===== config.mk =====
export PLATFORM = sky130hd
export DESIGN_NAME = neander_dp
export DESIGN_NICKNAME = d
export VERILOG_FILES = /design/src/verilog/neander_pkg.sv /design/src/verilog/neander_ifs.sv /design/src/verilog/neander_dp.sv /design/src/verilog/data_unit.sv /design/src/verilog/addr_unit.sv /design/src/verilog/neander_alu.sv
export VERILOG_INCLUDE_DIRS = /design/src /design/src/verilog
export SDC_FILE = /design/constraint.sdc
export NUM_CORES = 1
export LEC_CHECK = 0
export BUFFER_PORTS_ARGS = -buffer_cell sky130_fd_sc_hd__buf_2
export CAP_MARGIN = 20
export CORE_MARGIN = 2
export CORE_UTILIZATION = 53
export CTS_CLUSTER_SIZE = 8
export DETAILED_ROUTE_END_ITERATION = 10
export GPL_TIMING_DRIVEN = 0
export PLACE_DENSITY = 0.75
export SYNTH_ARGS = -nofsm -noshare
export SYNTH_HDL_FRONTEND = slang
export SYNTH_HIERARCHICAL = 1
export SYNTH_SLANG_ARGS = --single-unit
export TNS_END_PERCENT = 100

===== constraint.sdc =====
create_clock -name clk -period 10 [get_ports clk]
set_input_delay 1.5 -clock clk [delete_from_list [all_inputs] [get_ports clk]]
set_output_delay 1.5 -clock clk [all_outputs]
set_load 0.02 [all_outputs]

===== src/verilog/neander_defs.svh =====
/*
 * Datapath width and SP reset value
 * ALU operation codes and control-word select codes
 */
`ifndef NEANDER_DEFS_SVH
`define NEANDER_DEFS_SVH

`define NEANDER_DATA_W    8         // Data and address width
`define NEANDER_SP_RESET  8'hFF     // Stack grows down from top of memory

// ALU operations ------------------------------
`define ALU_ADD  4'd0
`define ALU_AND  4'd1
`define ALU_OR   4'd2
`define ALU_NOT  4'd3
`define ALU_SUB  4'd4
`define ALU_XOR  4'd5
`define ALU_SHL  4'd6
`define ALU_SHR  4'd7
`define ALU_NEG  4'd8
`define ALU_ADC  4'd9

// Select codes --------------------------------
`define ADDR_SEL_RDM  2'd0          // REM source
`define ADDR_SEL_PC   2'd1
`define ADDR_SEL_SP   2'd2
`define AC_SRC_ALU    2'd0          // AC source
`define AC_SRC_MEM    2'd1
`define AC_SRC_X      2'd2
`define X_SRC_MEM     1'd0          // X load source
`define X_SRC_AC      1'd1
`define MEM_SRC_AC    2'd0          // Memory write data
`define MEM_SRC_PC    2'd1
`define MEM_SRC_X     2'd2
`define ALU_B_MEM     2'd0          // ALU operand B
`define ALU_B_ONE     2'd1
`define ALU_B_X       2'd2

`endif

===== src/verilog/neander_pkg.sv =====
/*
 * Shared datapath types: words, opcode nibbles,
 * ALU operation code and control-word select fields
 */
`include "neander_defs.svh"

package neander_pkg;

    // Data path words ------------------------------

    // Data byte or memory address
    typedef logic [`NEANDER_DATA_W-1:0] word_t;

    // One half of the instruction register
    typedef logic [`NEANDER_DATA_W/2-1:0] nibble_t;

    // Control word fields ---------------------------

    typedef logic [3:0] alu_op_t;       // Codes in ALU_* macros

    // REM source: RDM, PC or SP
    typedef logic [1:0] addr_sel_t;

    // AC source: ALU, memory or X
    typedef logic [1:0] ac_src_t;

    typedef logic [1:0] mem_src_t;      // Write data: AC, PC or X

    // Operand B: memory, constant 1 or X
    typedef logic [1:0] alu_b_sel_t;

    typedef logic       x_src_t;        // X load from memory or AC

endpackage


===== src/verilog/neander_ifs.sv =====
/*
 * addr_ctrl_if: PC, SP, REM and addressing controls
 * alu_if: operands, operation and result of the ALU
 */
`timescale 1ns/100ps

// ------------------------------
// Address-side control bundle
// ------------------------------
interface addr_ctrl_if import neander_pkg::*; ();
    logic      pc_inc;                  // PC + 1
    logic      pc_load;                 // PC <- RDM, jump target
    logic      sp_inc;                  // Pop
    logic      sp_dec;                  // Push
    logic      rem_load;
    addr_sel_t addr_sel;                // REM source select
    logic      indexed_mode;            // Address = REM + X

    modport ctrl (
        output pc_inc, pc_load, sp_inc, sp_dec,
        output rem_load, addr_sel, indexed_mode
    );

    modport unit (
        input pc_inc, pc_load, sp_inc, sp_dec,
        input rem_load, addr_sel, indexed_mode
    );
endinterface

// ------------------------------
// ALU operand and result bundle
// ------------------------------
interface alu_if import neander_pkg::*; ();
    word_t   a;                         // Always AC
    word_t   b;                         // Selected operand
    alu_op_t op;
    logic    carry_in;                  // From C flag, used by ADC
    word_t   result;
    logic    carry_out;

    // Data unit drives operands
    modport client (output a, b, op, carry_in, input result, carry_out);

    modport alu (input a, b, op, carry_in, output result, carry_out);
endinterface


===== src/verilog/neander_dp.sv =====
/*
 * Datapath top: plain control ports packed into
 * the address-control and ALU interfaces, three units wired up
 */
`timescale 1ns/100ps

module neander_dp import neander_pkg::*; (
    input  logic       clk,
    input  logic       reset,
    // Address control
    input  logic       pc_inc,
    input  logic       pc_load,
    input  logic       sp_inc,
    input  logic       sp_dec,
    input  logic       rem_load,
    input  addr_sel_t  addr_sel,
    input  logic       indexed_mode,
    // Data control
    input  logic       rdm_load,
    input  logic       ri_load,
    input  logic       ac_load,
    input  ac_src_t    ac_src_sel,
    input  logic       x_load,
    input  logic       x_inc,
    input  x_src_t     x_src_sel,
    input  logic       nz_load,
    input  logic       c_load,
    input  alu_op_t    alu_op,
    input  alu_b_sel_t alu_b_sel,
    input  mem_src_t   mem_src_sel,
    // Memory, asynchronous read
    input  word_t      mem_data_in,
    output word_t      mem_addr,
    output word_t      mem_data_out,
    // To control unit
    output nibble_t    opcode,
    output nibble_t    sub_opcode,
    output logic       flag_n,
    output logic       flag_z,
    output logic       flag_c,
    // Debug taps
    output word_t      dbg_pc,
    output word_t      dbg_ac,
    output word_t      dbg_sp,
    output word_t      dbg_x
);

    word_t pc, sp, ac, x, rdm;

    addr_ctrl_if ctrl_bus ();
    alu_if       alu_bus ();

    // Control word into the address bundle
    assign ctrl_bus.pc_inc       = pc_inc;
    assign ctrl_bus.pc_load      = pc_load;
    assign ctrl_bus.sp_inc       = sp_inc;
    assign ctrl_bus.sp_dec       = sp_dec;
    assign ctrl_bus.rem_load     = rem_load;
    assign ctrl_bus.addr_sel     = addr_sel;
    assign ctrl_bus.indexed_mode = indexed_mode;

    // Units ------------------------------
    addr_unit u_addr (
        .clk(clk), .reset(reset), .ctrl(ctrl_bus.unit),
        .rdm(rdm), .x(x), .pc(pc), .sp(sp), .mem_addr(mem_addr)
    );

    data_unit u_data (
        .clk(clk), .reset(reset),
        .rdm_load(rdm_load), .ri_load(ri_load), .ac_load(ac_load),
        .x_load(x_load), .x_inc(x_inc), .nz_load(nz_load), .c_load(c_load),
        .ac_src_sel(ac_src_sel), .x_src_sel(x_src_sel),
        .mem_src_sel(mem_src_sel), .alu_b_sel(alu_b_sel), .alu_op(alu_op),
        .mem_data_in(mem_data_in), .pc(pc), .alu(alu_bus.client),
        .rdm(rdm), .x(x), .ac(ac),
        .opcode(opcode), .sub_opcode(sub_opcode), .mem_data_out(mem_data_out),
        .flag_n(flag_n), .flag_z(flag_z), .flag_c(flag_c)
    );

    neander_alu u_alu (
        .alu(alu_bus.alu)
    );

    // Register taps for the control unit and debug
    assign dbg_pc = pc;
    assign dbg_ac = ac;
    assign dbg_sp = sp;
    assign dbg_x  = x;

endmodule


===== src/verilog/data_unit.sv =====
/*
 * Data unit: RDM, RI, AC, X and NZC flags,
 * register input muxes, ALU operand B and memory write data
 */
`timescale 1ns/100ps
`include "neander_defs.svh"

module data_unit import neander_pkg::*; (
    input  logic       clk,
    input  logic       reset,
    input  logic       rdm_load,
    input  logic       ri_load,
    input  logic       ac_load,
    input  logic       x_load,
    input  logic       x_inc,
    input  logic       nz_load,
    input  logic       c_load,
    input  ac_src_t    ac_src_sel,
    input  x_src_t     x_src_sel,
    input  mem_src_t   mem_src_sel,
    input  alu_b_sel_t alu_b_sel,
    input  alu_op_t    alu_op,
    input  word_t      mem_data_in,
    input  word_t      pc,              // Return address for calls
    alu_if.client      alu,
    output word_t      rdm,
    output word_t      x,
    output word_t      ac,
    output nibble_t    opcode,
    output nibble_t    sub_opcode,
    output word_t      mem_data_out,
    output logic       flag_n,
    output logic       flag_z,
    output logic       flag_c
);

    word_t ri;
    word_t ac_in;
    word_t x_in;
    word_t alu_b;

    // Input muxes ------------------------------
    always_comb begin
        case (ac_src_sel)
            `AC_SRC_ALU: ac_in = alu.result;
            `AC_SRC_MEM: ac_in = mem_data_in;   // LDA, LDI, POP
            `AC_SRC_X:   ac_in = x;             // TXA
            default:     ac_in = alu.result;
        endcase
    end

    assign x_in = (x_src_sel == `X_SRC_AC) ? ac : mem_data_in;  // TAX or LDX

    always_comb begin
        case (alu_b_sel)
            `ALU_B_MEM: alu_b = mem_data_in;
            `ALU_B_ONE: alu_b = word_t'(1);     // INC and DEC
            `ALU_B_X:   alu_b = x;
            default:    alu_b = mem_data_in;
        endcase
    end

    // Memory write data
    always_comb begin
        case (mem_src_sel)
            `MEM_SRC_AC: mem_data_out = ac;     // STA, PUSH
            `MEM_SRC_PC: mem_data_out = pc;     // CALL
            `MEM_SRC_X:  mem_data_out = x;      // STX
            default:     mem_data_out = ac;
        endcase
    end

    // ALU hookup: A is always the accumulator
    assign alu.a        = ac;
    assign alu.b        = alu_b;
    assign alu.op       = alu_op;
    assign alu.carry_in = flag_c;

    // Registers ------------------------------
    always_ff @(posedge clk or posedge reset) begin
        if (reset) begin
            rdm <= '0;
            ri  <= '0;
            ac  <= '0;
        end else begin
            if (rdm_load) rdm <= mem_data_in;
            if (ri_load)  ri  <= rdm;           // Opcode byte from RDM
            if (ac_load)  ac  <= ac_in;
        end
    end

    // X index register, load before increment
    always_ff @(posedge clk or posedge reset) begin
        if (reset) begin
            x <= '0;
        end else if (x_load) begin
            x <= x_in;
        end else if (x_inc) begin
            x <= x + word_t'(1);                // Wraps FF to 00
        end
    end

    // Flags, N and Z from the AC input, C from the ALU
    always_ff @(posedge clk or posedge reset) begin
        if (reset) begin
            flag_n <= 1'b0;
            flag_z <= 1'b0;
            flag_c <= 1'b0;
        end else begin
            if (nz_load) begin
                flag_n <= ac_in[`NEANDER_DATA_W-1];
                flag_z <= (ac_in == '0);
            end
            if (c_load) flag_c <= alu.carry_out;
        end
    end

    assign opcode     = ri[`NEANDER_DATA_W-1:`NEANDER_DATA_W/2];
    assign sub_opcode = ri[`NEANDER_DATA_W/2-1:0];  // Stack and index variants

    // Control word checks ------------------------------
    mux_codes_a: assert property (
        @(posedge clk) disable iff (reset)
        ac_src_sel != 2'd3 && mem_src_sel != 2'd3 && alu_b_sel != 2'd3
    ) else $error("data select field uses unused code 3");

endmodule


===== src/verilog/addr_unit.sv =====
/*
 * Address unit: PC, SP and REM registers,
 * REM source mux and indexed memory address
 */
`timescale 1ns/100ps
`include "neander_defs.svh"

module addr_unit import neander_pkg::*; (
    input  logic         clk,
    input  logic         reset,
    addr_ctrl_if.unit    ctrl,
    input  word_t        rdm,           // Jump target and direct address
    input  word_t        x,             // Index offset
    output word_t        pc,
    output word_t        sp,
    output word_t        mem_addr
);

    word_t rem;
    word_t rem_in;                      // Output of the source mux

    // Program counter ------------------------------
    always_ff @(posedge clk or posedge reset) begin
        if (reset) begin
            pc <= '0;
        end else if (ctrl.pc_load) begin
            pc <= rdm;                  // Jump wins over increment
        end else if (ctrl.pc_inc) begin
            pc <= pc + word_t'(1);
        end
    end

    // Stack pointer ------------------------------
    // Pushes predecrement, so SP points at the last pushed byte
    always_ff @(posedge clk or posedge reset) begin
        if (reset) begin
            sp <= `NEANDER_SP_RESET;
        end else if (ctrl.sp_dec) begin
            sp <= sp - word_t'(1);      // Push
        end else if (ctrl.sp_inc) begin
            sp <= sp + word_t'(1);      // Pop
        end
    end

    // REM and its source mux ------------------------------
    always_comb begin
        case (ctrl.addr_sel)
            `ADDR_SEL_RDM: rem_in = rdm;    // Operand address
            `ADDR_SEL_PC:  rem_in = pc;     // Fetch
            `ADDR_SEL_SP:  rem_in = sp;     // Stack access
            default:       rem_in = rdm;
        endcase
    end

    always_ff @(posedge clk or posedge reset) begin
        if (reset) begin
            rem <= '0;
        end else if (ctrl.rem_load) begin
            rem <= rem_in;
        end
    end

    // Indexed mode adds X, wrapping at the top of memory
    assign mem_addr = ctrl.indexed_mode ? rem + x : rem;

    // Control word checks ------------------------------
    // Push and pop in the same cycle would lose one of them
    sp_step_excl_a: assert property (
        @(posedge clk) disable iff (reset)
        !(ctrl.sp_inc && ctrl.sp_dec)
    ) else $error("sp_inc and sp_dec both high");

    addr_sel_code_a: assert property (
        @(posedge clk) disable iff (reset)
        ctrl.addr_sel != 2'd3
    ) else $error("addr_sel uses unused code 3");

endmodule


===== src/verilog/neander_alu.sv =====
/*
 * Combinational ALU with carry
 * ADD ADC SUB NEG, logic ops, single-bit shifts
 */
`timescale 1ns/100ps
`include "neander_defs.svh"

module neander_alu import neander_pkg::*; (
    alu_if.alu alu
);

    // Widened by one bit so the top bit holds carry or borrow
    logic [`NEANDER_DATA_W:0] add_full;
    logic [`NEANDER_DATA_W:0] adc_full;
    logic [`NEANDER_DATA_W:0] sub_full;
    word_t                    neg_res;

    assign add_full = {1'b0, alu.a} + {1'b0, alu.b};
    assign adc_full = add_full + {{`NEANDER_DATA_W{1'b0}}, alu.carry_in};
    assign sub_full = {1'b0, alu.a} - {1'b0, alu.b};   // MSB set on borrow
    assign neg_res  = word_t'(0) - alu.a;               // Two's complement

    // Operation select ------------------------------
    always_comb begin
        alu.result    = alu.b;          // Undefined codes pass B
        alu.carry_out = 1'b0;
        case (alu.op)
            `ALU_ADD: begin
                alu.result    = add_full[`NEANDER_DATA_W-1:0];
                alu.carry_out = add_full[`NEANDER_DATA_W];
            end
            `ALU_ADC: begin
                alu.result    = adc_full[`NEANDER_DATA_W-1:0];
                alu.carry_out = adc_full[`NEANDER_DATA_W];
            end
            `ALU_SUB: begin
                alu.result    = sub_full[`NEANDER_DATA_W-1:0];
                alu.carry_out = sub_full[`NEANDER_DATA_W];   // Borrow
            end
            `ALU_AND: alu.result = alu.a & alu.b;
            `ALU_OR:  alu.result = alu.a | alu.b;
            `ALU_XOR: alu.result = alu.a ^ alu.b;
            `ALU_NOT: alu.result = ~alu.a;                   // B ignored
            `ALU_SHL: begin
                // MSB falls out into carry
                alu.result    = {alu.a[`NEANDER_DATA_W-2:0], 1'b0};
                alu.carry_out = alu.a[`NEANDER_DATA_W-1];
            end
            `ALU_SHR: begin
                alu.result    = {1'b0, alu.a[`NEANDER_DATA_W-1:1]};
                alu.carry_out = alu.a[0];                    // LSB out
            end
            `ALU_NEG: begin
                alu.result    = neg_res;
                alu.carry_out = |alu.a;                      // Borrow from 0 - a
            end
            default: begin
                alu.result    = alu.b;
                alu.carry_out = 1'b0;
            end
        endcase
    end

endmodule


==> key figures <==
Clocking
  – Clock sink count: 59
  – Clock Path Buffers: 2
  – CTS tree: built
  – Post-CTS sizing: 0
  – Clock root cell: clkbuf_16
  – H-tree depth: 3
  – Hold_buf cts: 0
  – Num CTS Buffers: 9
  – Postcts setup bufs: 0
  – Worst skew pair latency: 330 ps
  – Clock transition at path regs: 50 ps

Floorplanning
  – Die W: 112 microns
  – Core area: 0.0114 sq mm
  – Full die area: 0.0125 sq mm
  – I/O pin cnt: 95
  – Die Y: 112 microns
  – Initial Util: 54.3%
  – FP Rows: 39

Setup path
  – Reg2reg setup slack: 5490 ps
  – Buf/Inv on CP: 4
  – Worst EP arrival: 5870 ps
  – Slowest cell on the critical path: fa_1
  – Crit Path Class: in -> reg
  – Crit-path leading delay family: compound AO/OA/AOI/OAI gates
  – CP required: 10220 ps
  – R2r worst-path depth: 15
  – FF-to-FF Start: u_data/x[1]
  – Critical Path Sink Type: flop
  – Critical-path maximum fanout: 10
  – RR Endpoint: u_data/flag_z
  – Crit. Startpoint: alu_b_sel[0]
  – Startpoint types: primary input
  – Crit path cell chain: buf_2, inv_1, ha_1, clkbuf_1, nand2_1, o21ai_1, ha_1, inv_1, fa_1, nand2b_4, a2111oi_0, or3b_2, nand4_1, or3_1, nand3_1, a21oi_1, nand2_1, o21ai_0, nor4_1, a31o_1
  – Worst path max stage delay: 500 ps

Pwr
  – Combinational Power Share: 51.6%
  – Switching Fraction: 43.0%
  – Max VDD drop: 235 uV
  – Total Power: 1.58 mW
  – Flop pwr share: 24.8%
  – Cell Pwr Density: 220 mW/mm^2
  – Clk network pwr share: 23.6%
  – Int Power: 0.899 mW
  – Psw: 0.678 mW
  – Pleak: 3.21 nW

Placement
  – RePlAce Congestion: 0.990
  – Port bufs: 84
  – Final HPWL DP: 15.7 mm
  – Place WS: 4140 ps

Global routing
  – Gr usage total: 32.2%
  – First-pass GRT wire length: 32.2 mm
  – Largest net degree at the start of global routing: 25
  – Vias in the first global route: 5967
  – GR Overflow Total: 0
  – Initial antenna violation count: 0

Status
  – Status: complete, no violations

Timing
  – Final Max Slew Viols: 0
  – WHS: 499 ps
  – Final min period: 5660 ps
  – Final setup violation count: 0
  – Worst Tran Pin Value: 940 ps
  – Tcrit/Tclk final: 56.6%
  – Final Skew: 5.03 ps
  – Worst slew margin: 37.3%
  – Fin. Hold Viols: 0
  – Maximum clock rate: 177 MHz
  – Setup TNS: 0 ps
  – RSZ-0062 raised after global routing: no
  – Post-route setup slack: 4340 ps

Route
  – Vias: 6366
  – Via density: 6.39
  – Initial drt markers: 569
  – Detail Route Antenna Nets: 0
  – Routed WL: 20.3 mm
  – Wire per inst: 20.4 microns
  – Pre-antenna DRT Iters: 5
  – DRC viols: 0

Yosys
  – Top FF cell, synth: dfrtp_1
  – Async set-reset flop share out of synthesis: 100%
  – #FFs+latches synth: 59
  – Synth Cell Area: 0.00617 sq mm
  – Number of synthesis warnings: 6
  – Seq/Total Area, Yosys: 24.1%
  – Post-synth EDFFs: 0
  – Synth cell types: 78
  – Synth Area per Inst: 8.22 sq um
  – Synthesized netlist cell count: 751
  – Syn_nets: 842

Finish
  – Share of layout cells above drive strength 1: 24.2%
  – Final nets: 938
  – Most frequent cells in the layout: 91 x buf_2, 89 x nand2_1, 68 x o21ai_0
  – Most common cell after layout, fill and taps aside: buf_2
  – Area growth from synthesis to layout: 16.0%

Worst hold path
  – Min-Delay Startpoint: u_data/flag_n
  – Hold Path Sink: u_data/flag_n
  – Worst hold path type: reg -> reg
  – Hold Path Depth: 1

Job
  – Max cap viols: 0
[cell usage after synthesis (3+ instances only)]
master / instances / share of area, %
a211oi_1: 7 / 0.85
a211oi_2: 4 / 0.81
a21o_1: 4 / 0.49
a21oi_1: 37 / 3.0
a221o_1: 3 / 0.49
a22oi_1: 22 / 2.7
a31oi_1: 13 / 1.3
buf_1: 6 / 0.36
buf_2: 7 / 0.57
buf_4: 15 / 1.8
buf_6: 4 / 0.73
clkbuf_1: 24 / 1.5
dfrtp_1: 51 / 21
dfstp_2: 8 / 3.4
fa_1: 4 / 1.3
ha_1: 51 / 10
inv_1: 45 / 2.7
mux2_2: 44 / 8.0
mux2i_1: 16 / 2.6
nand2_1: 89 / 5.4
nand2b_1: 4 / 0.41
nand3_1: 12 / 0.97
nand3b_1: 4 / 0.49
nand4_1: 9 / 0.91
nor2_1: 45 / 2.7
nor2b_1: 7 / 0.71
nor3_1: 9 / 0.73
nor3_2: 4 / 0.65
nor3b_1: 3 / 0.36
nor4_1: 9 / 0.91
o21a_1: 3 / 0.36
o21ai_0: 68 / 5.5
o21ai_1: 11 / 0.89
o22ai_1: 5 / 0.51
o31ai_1: 4 / 0.49
or3_1: 4 / 0.41
xnor2_1: 26 / 3.7
xor2_1: 12 / 1.7
[power groups by stage]
stage,clock network (mW),logic [mW],registers [mW]
after floorplan,0,0.536,0.412
after global placement,0,0.774,0.391
after detailed placement,0,0.790,0.393
after CTS,0.376,0.800,0.389
after global routing,0.386,0.880,0.398
final,0.373,0.813,0.391
[registers in the layout, indices dropped and copies added (netlist names)]
signal,count
u_data/x,8
u_addr/sp,8
u_data/flag_z,1
u_data/flag_n,1
u_data/rdm,8
u_addr/rem,8
u_addr/pc,8
u_data/ac,8
u_data/ri,8
u_data/alu.carry_in,1
[routing by layer]
layer	wire length [microns]	track usage [%]
met2	9730	54.6
met4	544	11.0
met1	8360	41.7
met5	0	0
met3	1640	5.28
[worst register-to-register path, cell delays in order, from the launching register on]
cell	delay, ps
dfrtp_1	610
nand2_1	90
o21ai_0	570
inv_1	210
fa_1	570
nand2b_4	210
a2111oi_0	460
or3b_2	480
nand4_1	140
or3_1	120
nand3_1	80
a21oi_1	320
nand2_1	90
o21ai_0	120
nor4_1	110
a31o_1	220
[final cells by class]
class / instances / area (sq um)
flip-flops and latches: 59 / 1490
multi-input cells: 589 / 4200
plain buffers: 57 / 310
repair buffers: 85 / 448
fillers: 1004 / 4210
clock inverters: 5 / 125
clock buffers: 11 / 233
inverters: 46 / 173
diodes: 1 / 2.50
well taps: 143 / 179
[through the flow]
step,cell area [sq um],instances,utilization (%)
CTS,7160,995,63.0
global route,7160,995,63.0
global placement,6770,978,59.6
finish,7160,996,63.0
floorplan,6170,751,-
detailed placement,6800,979,59.8
[how the worst max path moves through the flow]
stage / endpoint / cells after the start
finish: u_data/flag_z / 20
global route: u_data/flag_z / 19
CTS: u_data/flag_z / 20
detailed placement: u_data/flag_z / 20
global placement: u_data/flag_z / 20
floorplan: u_data/flag_z / 18
[cell families (layout without fill, tap and decap cells)]
kind of cell	count (synthesis)	after routing	share of synthesized area, %
xor gates and xnor gates	40	40	5.92
DFF	59	59	24.1
AOI/OAI and AO/OA	212	212	22.1
other	0	1	0
muxes	61	61	10.8
adders and majority gates	55	55	11.6
buffers and inverters	103	204	7.82
and+or+nand+nor	221	221	17.7
No activity file was read; power rests on OpenSTA's default activity.
